File: src/source/vfu_settings.svh
`ifndef VFU_SETTINGS_SVH
`define VFU_SETTINGS_SVH

// Lanes per VRF word
`define VFU_N_LANES 4

// Element width in bits
`define VFU_ELEN 32

// Architectural vector registers
`define VFU_NR_VREGS 32

// VRF words per vector register
`define VFU_WORDS_PER_VREG 4

// Instruction id bits
`define VFU_ID_WIDTH 3

// Result queue entries
`define VFU_FIFO_DEPTH 4

`endif

File: src/source/vfu_pkg.sv
`include "vfu_settings.svh"

package vfu_pkg;

  // Data widths
  typedef logic [`VFU_ELEN-1:0]                 elem_t;
  typedef logic [`VFU_N_LANES*`VFU_ELEN-1:0]    word_t;
  typedef logic [`VFU_N_LANES*`VFU_ELEN/8-1:0]  be_t;
  typedef logic [`VFU_N_LANES-1:0]              lane_mask_t;

  // Register file addressing
  typedef logic [$clog2(`VFU_NR_VREGS)-1:0]                       vreg_t;
  typedef logic [$clog2(`VFU_NR_VREGS*`VFU_WORDS_PER_VREG)-1:0]   vreg_addr_t;

  // Elements per instruction from 1 up to a full register
  typedef logic [$clog2(`VFU_N_LANES*`VFU_WORDS_PER_VREG):0] vl_t;

  typedef logic [`VFU_ID_WIDTH-1:0] insn_id_t;

  // Integer operations on a (vs1 or rs1) and b (vs2)
  typedef enum logic [2:0] {
    VFU_ADD,
    VFU_SUB,
    VFU_AND,
    VFU_OR,
    VFU_XOR,
    VFU_MIN,
    VFU_MAXU,
    VFU_SLL
  } vfu_op_e;

  typedef enum logic [1:0] {
    SEQ_IDLE,
    SEQ_READ,
    SEQ_ISSUE
  } seq_state_e;

endpackage

File: src/source/vfu_if.sv
`timescale 1ns/1ps

// One word of operands on its way to the integer lanes
interface vfu_issue_if;
  logic                  valid;
  logic                  ready;
  vfu_pkg::vfu_op_e      op;
  vfu_pkg::word_t        opa;
  vfu_pkg::word_t        opb;
  vfu_pkg::lane_mask_t   lanes;
  vfu_pkg::vreg_addr_t   waddr;
  vfu_pkg::insn_id_t     id;
  // Final word of the instruction
  logic                  last;

  modport src (output valid, op, opa, opb, lanes, waddr, id, last, input ready);
  modport dst (input valid, op, opa, opb, lanes, waddr, id, last, output ready);
endinterface

// One result word with its VRF write information
interface vfu_result_if;
  logic                  valid;
  logic                  ready;
  vfu_pkg::word_t        data;
  vfu_pkg::be_t          be;
  vfu_pkg::vreg_addr_t   waddr;
  vfu_pkg::insn_id_t     id;
  logic                  last;

  modport src (output valid, data, be, waddr, id, last, input ready);
  modport dst (input valid, data, be, waddr, id, last, output ready);
endinterface

File: src/source/vfu_sequencer.sv
`timescale 1ns/1ps
`include "vfu_settings.svh"

module vfu_sequencer (
  input  logic                       clk_i,
  input  logic                       rst_n_i,
  // Request
  input  logic                       req_valid_i,
  output logic                       req_ready_o,
  input  vfu_pkg::vfu_op_e           req_op_i,
  input  vfu_pkg::vreg_t             req_vs1_i,
  input  vfu_pkg::vreg_t             req_vs2_i,
  input  vfu_pkg::vreg_t             req_vd_i,
  input  logic                       req_use_rs1_i,
  input  vfu_pkg::elem_t             req_rs1_i,
  input  vfu_pkg::vl_t               req_vl_i,
  input  vfu_pkg::insn_id_t          req_id_i,
  // VRF reads with vs2 on port 0 and vs1 on port 1
  output logic                 [1:0] vrf_re_o,
  output vfu_pkg::vreg_addr_t  [1:0] vrf_raddr_o,
  input  logic                 [1:0] vrf_rvalid_i,
  input  vfu_pkg::word_t       [1:0] vrf_rdata_i,
  vfu_issue_if.src                   issue_o
);

  ////////////////////
  // Request queue
  ////////////////////

  logic                q_valid;
  vfu_pkg::vfu_op_e    q_op;
  vfu_pkg::vreg_t      q_vs1;
  vfu_pkg::vreg_t      q_vs2;
  vfu_pkg::vreg_t      q_vd;
  logic                q_use_rs1;
  vfu_pkg::elem_t      q_rs1;
  vfu_pkg::vl_t        q_vl;
  vfu_pkg::insn_id_t   q_id;

  logic issue_fire;
  logic last_word;

  assign req_ready_o = !q_valid;

  always_ff @(posedge clk_i) begin
    if (!rst_n_i) begin
      q_valid <= 1'b0;
    end else if (req_valid_i && req_ready_o) begin
      q_valid <= 1'b1;
    end else if (issue_fire && last_word) begin
      q_valid <= 1'b0;
    end
  end

  always_ff @(posedge clk_i) begin
    if (req_valid_i && req_ready_o) begin
      q_op      <= req_op_i;
      q_vs1     <= req_vs1_i;
      q_vs2     <= req_vs2_i;
      q_vd      <= req_vd_i;
      q_use_rs1 <= req_use_rs1_i;
      q_rs1     <= req_rs1_i;
      q_vl      <= req_vl_i;
      q_id      <= req_id_i;
    end
  end

  ////////////////////
  // Word sequencing
  ////////////////////

  vfu_pkg::seq_state_e                       state_q;
  logic [$clog2(`VFU_WORDS_PER_VREG)-1:0]    word_idx_q;
  vfu_pkg::vl_t                              remain_q;
  vfu_pkg::word_t                            opa_q;
  vfu_pkg::word_t                            opb_q;
  logic                                      got_a_q;
  logic                                      got_b_q;
  logic                                      a_done;
  logic                                      b_done;

  // Operand a is never read when the scalar replaces it
  assign vrf_re_o[0] = (state_q == vfu_pkg::SEQ_READ) && !got_b_q;
  assign vrf_re_o[1] = (state_q == vfu_pkg::SEQ_READ) && !got_a_q && !q_use_rs1;

  assign vrf_raddr_o[0] = vfu_pkg::vreg_addr_t'(q_vs2 * `VFU_WORDS_PER_VREG)
                          + vfu_pkg::vreg_addr_t'(word_idx_q);
  assign vrf_raddr_o[1] = vfu_pkg::vreg_addr_t'(q_vs1 * `VFU_WORDS_PER_VREG)
                          + vfu_pkg::vreg_addr_t'(word_idx_q);

  assign b_done = got_b_q || (vrf_re_o[0] && vrf_rvalid_i[0]);
  assign a_done = q_use_rs1 || got_a_q || (vrf_re_o[1] && vrf_rvalid_i[1]);

  assign last_word  = remain_q <= vfu_pkg::vl_t'(`VFU_N_LANES);
  assign issue_fire = issue_o.valid && issue_o.ready;

  always_ff @(posedge clk_i) begin
    if (!rst_n_i) begin
      state_q    <= vfu_pkg::SEQ_IDLE;
      word_idx_q <= '0;
      remain_q   <= '0;
      got_a_q    <= 1'b0;
      got_b_q    <= 1'b0;
    end else begin
      unique case (state_q)
        vfu_pkg::SEQ_IDLE: begin
          if (q_valid) begin
            state_q    <= vfu_pkg::SEQ_READ;
            word_idx_q <= '0;
            remain_q   <= q_vl;
          end
        end
        vfu_pkg::SEQ_READ, vfu_pkg::SEQ_ISSUE: begin
          if (issue_fire) begin
            state_q    <= last_word ? vfu_pkg::SEQ_IDLE : vfu_pkg::SEQ_READ;
            word_idx_q <= word_idx_q + 1'b1;
            remain_q   <= remain_q - vfu_pkg::vl_t'(`VFU_N_LANES);
            got_a_q    <= 1'b0;
            got_b_q    <= 1'b0;
          end else begin
            // Operands complete but the lanes are busy
            if (a_done && b_done) state_q <= vfu_pkg::SEQ_ISSUE;
            if (vrf_re_o[0] && vrf_rvalid_i[0]) got_b_q <= 1'b1;
            if (vrf_re_o[1] && vrf_rvalid_i[1]) got_a_q <= 1'b1;
          end
        end
        default: state_q <= vfu_pkg::SEQ_IDLE;
      endcase
    end
  end

  always_ff @(posedge clk_i) begin
    if (vrf_re_o[0] && vrf_rvalid_i[0]) opb_q <= vrf_rdata_i[0];
    if (vrf_re_o[1] && vrf_rvalid_i[1]) opa_q <= vrf_rdata_i[1];
  end

  ////////////////////
  // Issue word
  ////////////////////

  assign issue_o.valid = (state_q != vfu_pkg::SEQ_IDLE) && a_done && b_done;
  assign issue_o.op    = q_op;
  assign issue_o.opa   = q_use_rs1 ? {`VFU_N_LANES{q_rs1}} : (got_a_q ? opa_q : vrf_rdata_i[1]);
  assign issue_o.opb   = got_b_q ? opb_q : vrf_rdata_i[0];
  assign issue_o.waddr = vfu_pkg::vreg_addr_t'(q_vd * `VFU_WORDS_PER_VREG)
                         + vfu_pkg::vreg_addr_t'(word_idx_q);
  assign issue_o.id    = q_id;
  assign issue_o.last  = last_word;

  // Lane i is live while more than i elements remain
  always_comb begin
    for (int i = 0; i < `VFU_N_LANES; i++) begin
      issue_o.lanes[i] = remain_q > vfu_pkg::vl_t'(i);
    end
  end

endmodule

File: src/source/vfu_ipu.sv
`timescale 1ns/1ps
`include "vfu_settings.svh"

module vfu_ipu (
  input  logic       clk_i,
  input  logic       rst_n_i,
  vfu_issue_if.dst   issue_i,
  vfu_result_if.src  result_o
);

  vfu_pkg::word_t      res;
  vfu_pkg::be_t        be;
  logic                out_valid_q;
  vfu_pkg::word_t      data_q;
  vfu_pkg::be_t        be_q;
  vfu_pkg::vreg_addr_t waddr_q;
  vfu_pkg::insn_id_t   id_q;
  logic                last_q;

  ////////////////////
  // Lanes
  ////////////////////

  always_comb begin : lane_proc
    vfu_pkg::elem_t a;
    vfu_pkg::elem_t b;
    res = '0;
    be  = '0;
    for (int i = 0; i < `VFU_N_LANES; i++) begin
      a = issue_i.opa[i*`VFU_ELEN +: `VFU_ELEN];
      b = issue_i.opb[i*`VFU_ELEN +: `VFU_ELEN];
      unique case (issue_i.op)
        vfu_pkg::VFU_ADD:  res[i*`VFU_ELEN +: `VFU_ELEN] = a + b;
        vfu_pkg::VFU_SUB:  res[i*`VFU_ELEN +: `VFU_ELEN] = a - b;
        vfu_pkg::VFU_AND:  res[i*`VFU_ELEN +: `VFU_ELEN] = a & b;
        vfu_pkg::VFU_OR:   res[i*`VFU_ELEN +: `VFU_ELEN] = a | b;
        vfu_pkg::VFU_XOR:  res[i*`VFU_ELEN +: `VFU_ELEN] = a ^ b;
        vfu_pkg::VFU_MIN:  res[i*`VFU_ELEN +: `VFU_ELEN] = ($signed(a) < $signed(b)) ? a : b;
        vfu_pkg::VFU_MAXU: res[i*`VFU_ELEN +: `VFU_ELEN] = (a > b) ? a : b;
        vfu_pkg::VFU_SLL:  res[i*`VFU_ELEN +: `VFU_ELEN] = a << b[$clog2(`VFU_ELEN)-1:0];
      endcase
      // One enable per byte of a live lane
      be[i*(`VFU_ELEN/8) +: `VFU_ELEN/8] = {(`VFU_ELEN/8){issue_i.lanes[i]}};
    end
  end

  ////////////////////
  // Output register
  ////////////////////

  assign issue_i.ready = !out_valid_q || result_o.ready;

  always_ff @(posedge clk_i) begin
    if (!rst_n_i) begin
      out_valid_q <= 1'b0;
    end else if (issue_i.ready) begin
      out_valid_q <= issue_i.valid;
    end
  end

  always_ff @(posedge clk_i) begin
    if (issue_i.valid && issue_i.ready) begin
      data_q  <= res;
      be_q    <= be;
      waddr_q <= issue_i.waddr;
      id_q    <= issue_i.id;
      last_q  <= issue_i.last;
    end
  end

  assign result_o.valid = out_valid_q;
  assign result_o.data  = data_q;
  assign result_o.be    = be_q;
  assign result_o.waddr = waddr_q;
  assign result_o.id    = id_q;
  assign result_o.last  = last_q;

endmodule

File: src/source/vfu_result_fifo.sv
`timescale 1ns/1ps
`include "vfu_settings.svh"

module vfu_result_fifo (
  input  logic       clk_i,
  input  logic       rst_n_i,
  vfu_result_if.dst  push_i,
  vfu_result_if.src  pop_o
);

  typedef logic [$clog2(`VFU_FIFO_DEPTH)-1:0]   ptr_t;
  typedef logic [$clog2(`VFU_FIFO_DEPTH+1)-1:0] count_t;

  // Entry storage
  vfu_pkg::word_t      data_mem  [`VFU_FIFO_DEPTH];
  vfu_pkg::be_t        be_mem    [`VFU_FIFO_DEPTH];
  vfu_pkg::vreg_addr_t waddr_mem [`VFU_FIFO_DEPTH];
  vfu_pkg::insn_id_t   id_mem    [`VFU_FIFO_DEPTH];
  logic                last_mem  [`VFU_FIFO_DEPTH];

  ptr_t   wr_ptr_q;
  ptr_t   rd_ptr_q;
  count_t count_q;
  logic   push;
  logic   pop;

  assign push_i.ready = count_q != count_t'(`VFU_FIFO_DEPTH);
  assign pop_o.valid  = count_q != '0;
  assign push = push_i.valid && push_i.ready;
  assign pop  = pop_o.valid && pop_o.ready;

  always_ff @(posedge clk_i) begin
    if (!rst_n_i) begin
      wr_ptr_q <= '0;
      rd_ptr_q <= '0;
      count_q  <= '0;
    end else begin
      if (push) wr_ptr_q <= (wr_ptr_q == ptr_t'(`VFU_FIFO_DEPTH-1)) ? '0 : wr_ptr_q + 1'b1;
      if (pop)  rd_ptr_q <= (rd_ptr_q == ptr_t'(`VFU_FIFO_DEPTH-1)) ? '0 : rd_ptr_q + 1'b1;
      if (push && !pop) count_q <= count_q + 1'b1;
      else if (pop && !push) count_q <= count_q - 1'b1;
    end
  end

  always_ff @(posedge clk_i) begin
    if (push) begin
      data_mem[wr_ptr_q]  <= push_i.data;
      be_mem[wr_ptr_q]    <= push_i.be;
      waddr_mem[wr_ptr_q] <= push_i.waddr;
      id_mem[wr_ptr_q]    <= push_i.id;
      last_mem[wr_ptr_q]  <= push_i.last;
    end
  end

  // Head of queue
  assign pop_o.data  = data_mem[rd_ptr_q];
  assign pop_o.be    = be_mem[rd_ptr_q];
  assign pop_o.waddr = waddr_mem[rd_ptr_q];
  assign pop_o.id    = id_mem[rd_ptr_q];
  assign pop_o.last  = last_mem[rd_ptr_q];

endmodule

File: src/source/vfu_writeback.sv
`timescale 1ns/1ps

module vfu_writeback (
  input  logic                 clk_i,
  input  logic                 rst_n_i,
  vfu_result_if.dst            result_i,
  // VRF write port
  output logic                 vrf_we_o,
  output vfu_pkg::vreg_addr_t  vrf_waddr_o,
  output vfu_pkg::word_t       vrf_wdata_o,
  output vfu_pkg::be_t         vrf_wbe_o,
  input  logic                 vrf_wvalid_i,
  // Instruction completion
  output logic                 rsp_valid_o,
  output vfu_pkg::insn_id_t    rsp_id_o
);

  logic wr_done;

  ////////////////////
  // VRF write
  ////////////////////

  // Head entry stays on the port until the VRF takes it
  assign vrf_we_o    = result_i.valid;
  assign vrf_waddr_o = result_i.waddr;
  assign vrf_wdata_o = result_i.data;
  assign vrf_wbe_o   = result_i.be;

  assign wr_done        = result_i.valid && vrf_wvalid_i;
  assign result_i.ready = wr_done;

  ////////////////////
  // Response
  ////////////////////

  // One-cycle pulse after the final word lands
  always_ff @(posedge clk_i) begin
    if (!rst_n_i) begin
      rsp_valid_o <= 1'b0;
    end else begin
      rsp_valid_o <= wr_done && result_i.last;
    end
  end

  always_ff @(posedge clk_i) begin
    if (wr_done && result_i.last) begin
      rsp_id_o <= result_i.id;
    end
  end

endmodule

File: src/source/vfu_top.sv
`timescale 1ns/1ps

module vfu_top (
  input  logic                       clk_i,
  input  logic                       rst_n_i,
  // Request
  input  logic                       req_valid_i,
  output logic                       req_ready_o,
  input  vfu_pkg::vfu_op_e           req_op_i,
  input  vfu_pkg::vreg_t             req_vs1_i,
  input  vfu_pkg::vreg_t             req_vs2_i,
  input  vfu_pkg::vreg_t             req_vd_i,
  input  logic                       req_use_rs1_i,
  input  vfu_pkg::elem_t             req_rs1_i,
  input  vfu_pkg::vl_t               req_vl_i,
  input  vfu_pkg::insn_id_t          req_id_i,
  // VRF reads
  output logic                 [1:0] vrf_re_o,
  output vfu_pkg::vreg_addr_t  [1:0] vrf_raddr_o,
  input  logic                 [1:0] vrf_rvalid_i,
  input  vfu_pkg::word_t       [1:0] vrf_rdata_i,
  // VRF write
  output logic                       vrf_we_o,
  output vfu_pkg::vreg_addr_t        vrf_waddr_o,
  output vfu_pkg::word_t             vrf_wdata_o,
  output vfu_pkg::be_t               vrf_wbe_o,
  input  logic                       vrf_wvalid_i,
  // Response
  output logic                       rsp_valid_o,
  output vfu_pkg::insn_id_t          rsp_id_o
);

  vfu_issue_if  issue_bus ();
  vfu_result_if lane_res ();
  vfu_result_if wb_res ();

  vfu_sequencer u_sequencer (
    .clk_i         (clk_i),
    .rst_n_i       (rst_n_i),
    .req_valid_i   (req_valid_i),
    .req_ready_o   (req_ready_o),
    .req_op_i      (req_op_i),
    .req_vs1_i     (req_vs1_i),
    .req_vs2_i     (req_vs2_i),
    .req_vd_i      (req_vd_i),
    .req_use_rs1_i (req_use_rs1_i),
    .req_rs1_i     (req_rs1_i),
    .req_vl_i      (req_vl_i),
    .req_id_i      (req_id_i),
    .vrf_re_o      (vrf_re_o),
    .vrf_raddr_o   (vrf_raddr_o),
    .vrf_rvalid_i  (vrf_rvalid_i),
    .vrf_rdata_i   (vrf_rdata_i),
    .issue_o       (issue_bus)
  );

  vfu_ipu u_ipu (
    .clk_i    (clk_i),
    .rst_n_i  (rst_n_i),
    .issue_i  (issue_bus),
    .result_o (lane_res)
  );

  // Absorbs write stalls before they reach the lanes
  vfu_result_fifo u_result_fifo (
    .clk_i   (clk_i),
    .rst_n_i (rst_n_i),
    .push_i  (lane_res),
    .pop_o   (wb_res)
  );

  vfu_writeback u_writeback (
    .clk_i        (clk_i),
    .rst_n_i      (rst_n_i),
    .result_i     (wb_res),
    .vrf_we_o     (vrf_we_o),
    .vrf_waddr_o  (vrf_waddr_o),
    .vrf_wdata_o  (vrf_wdata_o),
    .vrf_wbe_o    (vrf_wbe_o),
    .vrf_wvalid_i (vrf_wvalid_i),
    .rsp_valid_o  (rsp_valid_o),
    .rsp_id_o     (rsp_id_o)
  );

endmodule

File: config.mk
export PLATFORM = sky130hd
export DESIGN_NAME = vfu_top
export DESIGN_NICKNAME = d
export VERILOG_FILES = /design/src/source/vfu_pkg.sv /design/src/source/vfu_if.sv /design/src/source/vfu_sequencer.sv /design/src/source/vfu_ipu.sv /design/src/source/vfu_result_fifo.sv /design/src/source/vfu_writeback.sv /design/src/source/vfu_top.sv
export VERILOG_INCLUDE_DIRS = /design/src /design/src/source
export SDC_FILE = /design/constraint.sdc
export NUM_CORES = 2
export LEC_CHECK = 0
export BUFFER_PORTS_ARGS = -buffer_cell sky130_fd_sc_hd__buf_4
export CAP_MARGIN = 0
export CORE_MARGIN = 3
export CORE_UTILIZATION = 39
export DETAILED_ROUTE_END_ITERATION = 6
export PLACE_DENSITY_LB_ADDON = 0.05
export SYNTH_ARGS = -nofsm -noshare
export SYNTH_HDL_FRONTEND = slang
export SYNTH_SLANG_ARGS = --single-unit
File: constraint.sdc
create_clock -name clk_i -period 26.4 [get_ports clk_i]
set_input_delay 5.28 -clock clk_i [delete_from_list [all_inputs] [get_ports clk_i]]
set_output_delay 5.28 -clock clk_i [all_outputs]
set_load 0.005 [all_outputs]
==> run_results.csv <==
group,metric,value,unit
cts,clockBufferDepth,3,
place,hpwl,205000,um
detailed_routing,routed_wl,279000,um
yosys,syn_avg_cell_area,10.9,um2
detailed_routing,drc,0,
global_route,grt_pass1_vias,53980,
yosys,yosys-top-cells-area,"edfxtp_1 45%, ha_1 7.2%, mux2i_1 5.8%",
yosys,synth_flop_cell,"edfxtp_1",
sta,worstMarginPinSlew,1.20,ns
cts,cts-htree-levels,3,
cts,clockRootBuffer,"clkbuf_16",
detailed_routing,vias_per_cell,6.12,
sta,report.final.slew_viol_count,0,
floorplanning,die_y,427,um
cts,postCtsResizedCells,0,
yosys,synth-edff-count,1033,
detailed_routing,drtIter0Drc,5990,
floorplanning,coreArea,175000,um2
yosys,synth_top_area_cell,"edfxtp_1",
worst_setup_path,critPathKind,"primary input to flip-flop",
worst_setup_path,start_kind,"primary input",
cts,insertion_delay,0.81,ns
cts,cts_buffers,119,
power_and_ir_drop,p_leak,29.4,nW
cts,post-cts-setup-buffer-count,0,
yosys,post_synth_num_cell_types,105,
power_and_ir_drop,p_int,3.47,mW
yosys,synth_area,69200,um2
power_and_ir_drop,swShare,33.4,%
global_route,grt_start_max_net_pins,163,
sta,final.min_clock_period,10.25,ns
yosys,syn_nets,7057,
worst_setup_path,cp.arrival,10.80,ns
power_and_ir_drop,power.clock.fraction,32.3,%
power_and_ir_drop,p_per_area,65.6,nW/um2
floorplanning,dieArea,182000,um2
layout,drive_above_1_share,19.3,%
worst_setup_path,cp_slowest_cell,"nor3_4",
yosys,yosysWarnings,0,
power_and_ir_drop,power_frac_seq,36.9,%
power_and_ir_drop,pwr-share-comb,30.8,%
power_and_ir_drop,ir_worst_vdd,0.0000596,V
yosys,synth-async-reset-ratio,0,%
sta,hold_viol,0,
yosys,synth_most_common_cell,"edfxtp_1",
run,max_cap_violations,0,
cts,cts.sinks,1056,
worst_setup_path,end_kind,"flip-flop",
worst_setup_path,max_stage_delay,0.71,ns
sta,period_share,38.8,%
global_route,grt_use_total,29.8,%
layout,utilization,45.3,%
layout,fin_nets,7404,
place,finalWeightedCongestion,0.967,
power_and_ir_drop,switchingPower,1.74,mW
floorplanning,core.rowCount,153,
cts,holdBufCountCts,0,
yosys,ys_ff_latch,1056,
sta,setup_viol,0,
floorplanning,start_util,39.5,%
detailed_routing,vias,55768,
sta,skew,0.0414,ns
global_route,antenna_found_initial,11,
floorplanning,die_w,427,um
yosys,netlist_top_cells_count,"1033 x edfxtp_1, 459 x a21oi_1, 431 x nor2_1, 399 x ha_1, 399 x mux2i_1",
global_route,grt_first_pass_wirelength,397000,um
layout,syn2layout_area_growth,14.7,%
sta,fmax,97.6,MHz
worst_setup_path,path_cells,"buf_4 -> mux2_2 -> o21ai_1 -> ha_1 -> inv_1 -> fa_1 -> nor2b_1 -> o211ai_1 -> a21oi_1 -> a211oi_2 -> nor3_2 -> nor3_4 -> buf_4 -> mux2_2 -> a211oi_2 -> o22ai_1 -> a211o_1",
outcome,outcome,"finished clean",
sta,rsz0062_at_grt,"no",
detailed_routing,drtPass1Iterations,6,
sta,relSlewSlack,19.2,%
detailed_routing,routedWlPerCell,30.6,um
cts,cts_tree,"built",
yosys,seq_area_frac_synth,45.5,%
cts,clkTransAtPathRegs,0.07,ns
global_route,grt_overflow,0,
yosys,synthCells,6328,
floorplanning,ioPinCount,494,
detailed_routing,drtAntennaViolNets,0,
worst_hold_path,min_path_type,"flip-flop to flip-flop",
place,portBuffers,493,
worst_setup_path,crit_fanout,32,
yosys,synth_top_area_share,44.9,%
sta,fin_setup_tns,0,ns
worst_setup_path,crit_required,26.95,ns
[area by class of cell]
cell class                 count  area (um2)
clock buffer                 140        3080
antenna                        8        20.0
sequential                  1056       31500
clock inverter                81         865
fill                       16507       95600
inverter                     402        1510
tap                         2325        2910
timing repair buffer         673        5100
multi-input combinational   4423       34400
[layer usage]
metal	vias to the layer above	GRT usage, %	part of all wire (%)
met5	-	0	0.0039
met3	391	5.74	8.5
li1	24796	-	-
met1	28038	43.2	45
met2	2541	44.7	43
met4	2	9.80	3.4
[state kept, by name, summed over array words and instances, names as in the netlist, 7 cells and up, named ones only]
name and count:
u_ipu.result_o.waddr 7, u_ipu.result_o.data 128, u_sequencer.opa_q 128, u_result_fifo.data_mem 512, u_result_fifo.waddr_mem 28, u_sequencer.q_rs1 32, u_result_fifo.be_mem 16, u_result_fifo.id_mem 12
u_sequencer.opb_q 128
[cells by family after synthesis]
kind of cell / share of synthesized area, %
AOI/OAI and AO/OA: 18.0
and+or+nand+nor: 8.09
DFF: 45.5
buffers and inverters: 4.98
muxes: 14.4
adders and majority gates: 7.52
xor gates and xnor gates: 1.55
[cells in the final DEF (no fill, tap or decap), drive strengths merged, types with 151 or more instances in the layout]
master	n
o21ai	456
ha	399
buf	673
a21oi	460
nor2	434
mux2	223
mux2i	400
mux4	151
nand2	344
edfxtp	1033
inv	402
[final timing paths]
path                                                          start                                end  slack [ns]  cells past startpoint
worst max-delay path                               vrf_rdata_i[160]  u_ipu.result_o.data[50]$_DFFE_PP_       16.15                     17
worst min-delay path            u_sequencer.issue_o.id[2]$_DFFE_PP_     u_ipu.result_o.id[2]$_DFFE_PP_        0.42                      0
worst min register to register  u_sequencer.issue_o.id[2]$_DFFE_PP_     u_ipu.result_o.id[2]$_DFFE_PP_        0.42                      0
worst max register to register     u_sequencer.got_a_q$_SDFFE_PN0P_  u_ipu.result_o.data[50]$_DFFE_PP_       19.20                     17
[power by group through the flow]
stage | combinational, mW | clock, mW | sequential (mW)
detailed placement | 1.58 | 0 | 1.96
CTS | 1.59 | 1.73 | 1.92
finish | 1.60 | 1.68 | 1.92
floorplan | 1.01 | 0 | 1.94
global route | 1.72 | 1.79 | 1.92
global placement | 1.58 | 0 | 1.95
[metrics by stage]
step,instances,setup slack [ns],hold WS [ns],instance area [um2],power [mW]
final,9108,16.15,0.417,79300,5.20
after global routing,9101,15.95,0.420,79300,5.44
after CTS,9100,16.36,0.421,79300,5.24
after detailed placement,8879,15.48,0.406,75400,3.53
after global placement,8879,15.57,0.401,75400,3.54
after floorplan,6328,5.83,0.400,69200,2.95
[critical path, delay by kind of cell]
kind / cells / cell delay, ns
buf+inv: 3 / 0.74
simple gates: 3 / 1.05
mux: 2 / 0.65
compound gates: 7 / 2.26
fa+ha+maj: 2 / 0.78
Power figures use the tool's default switching activity.
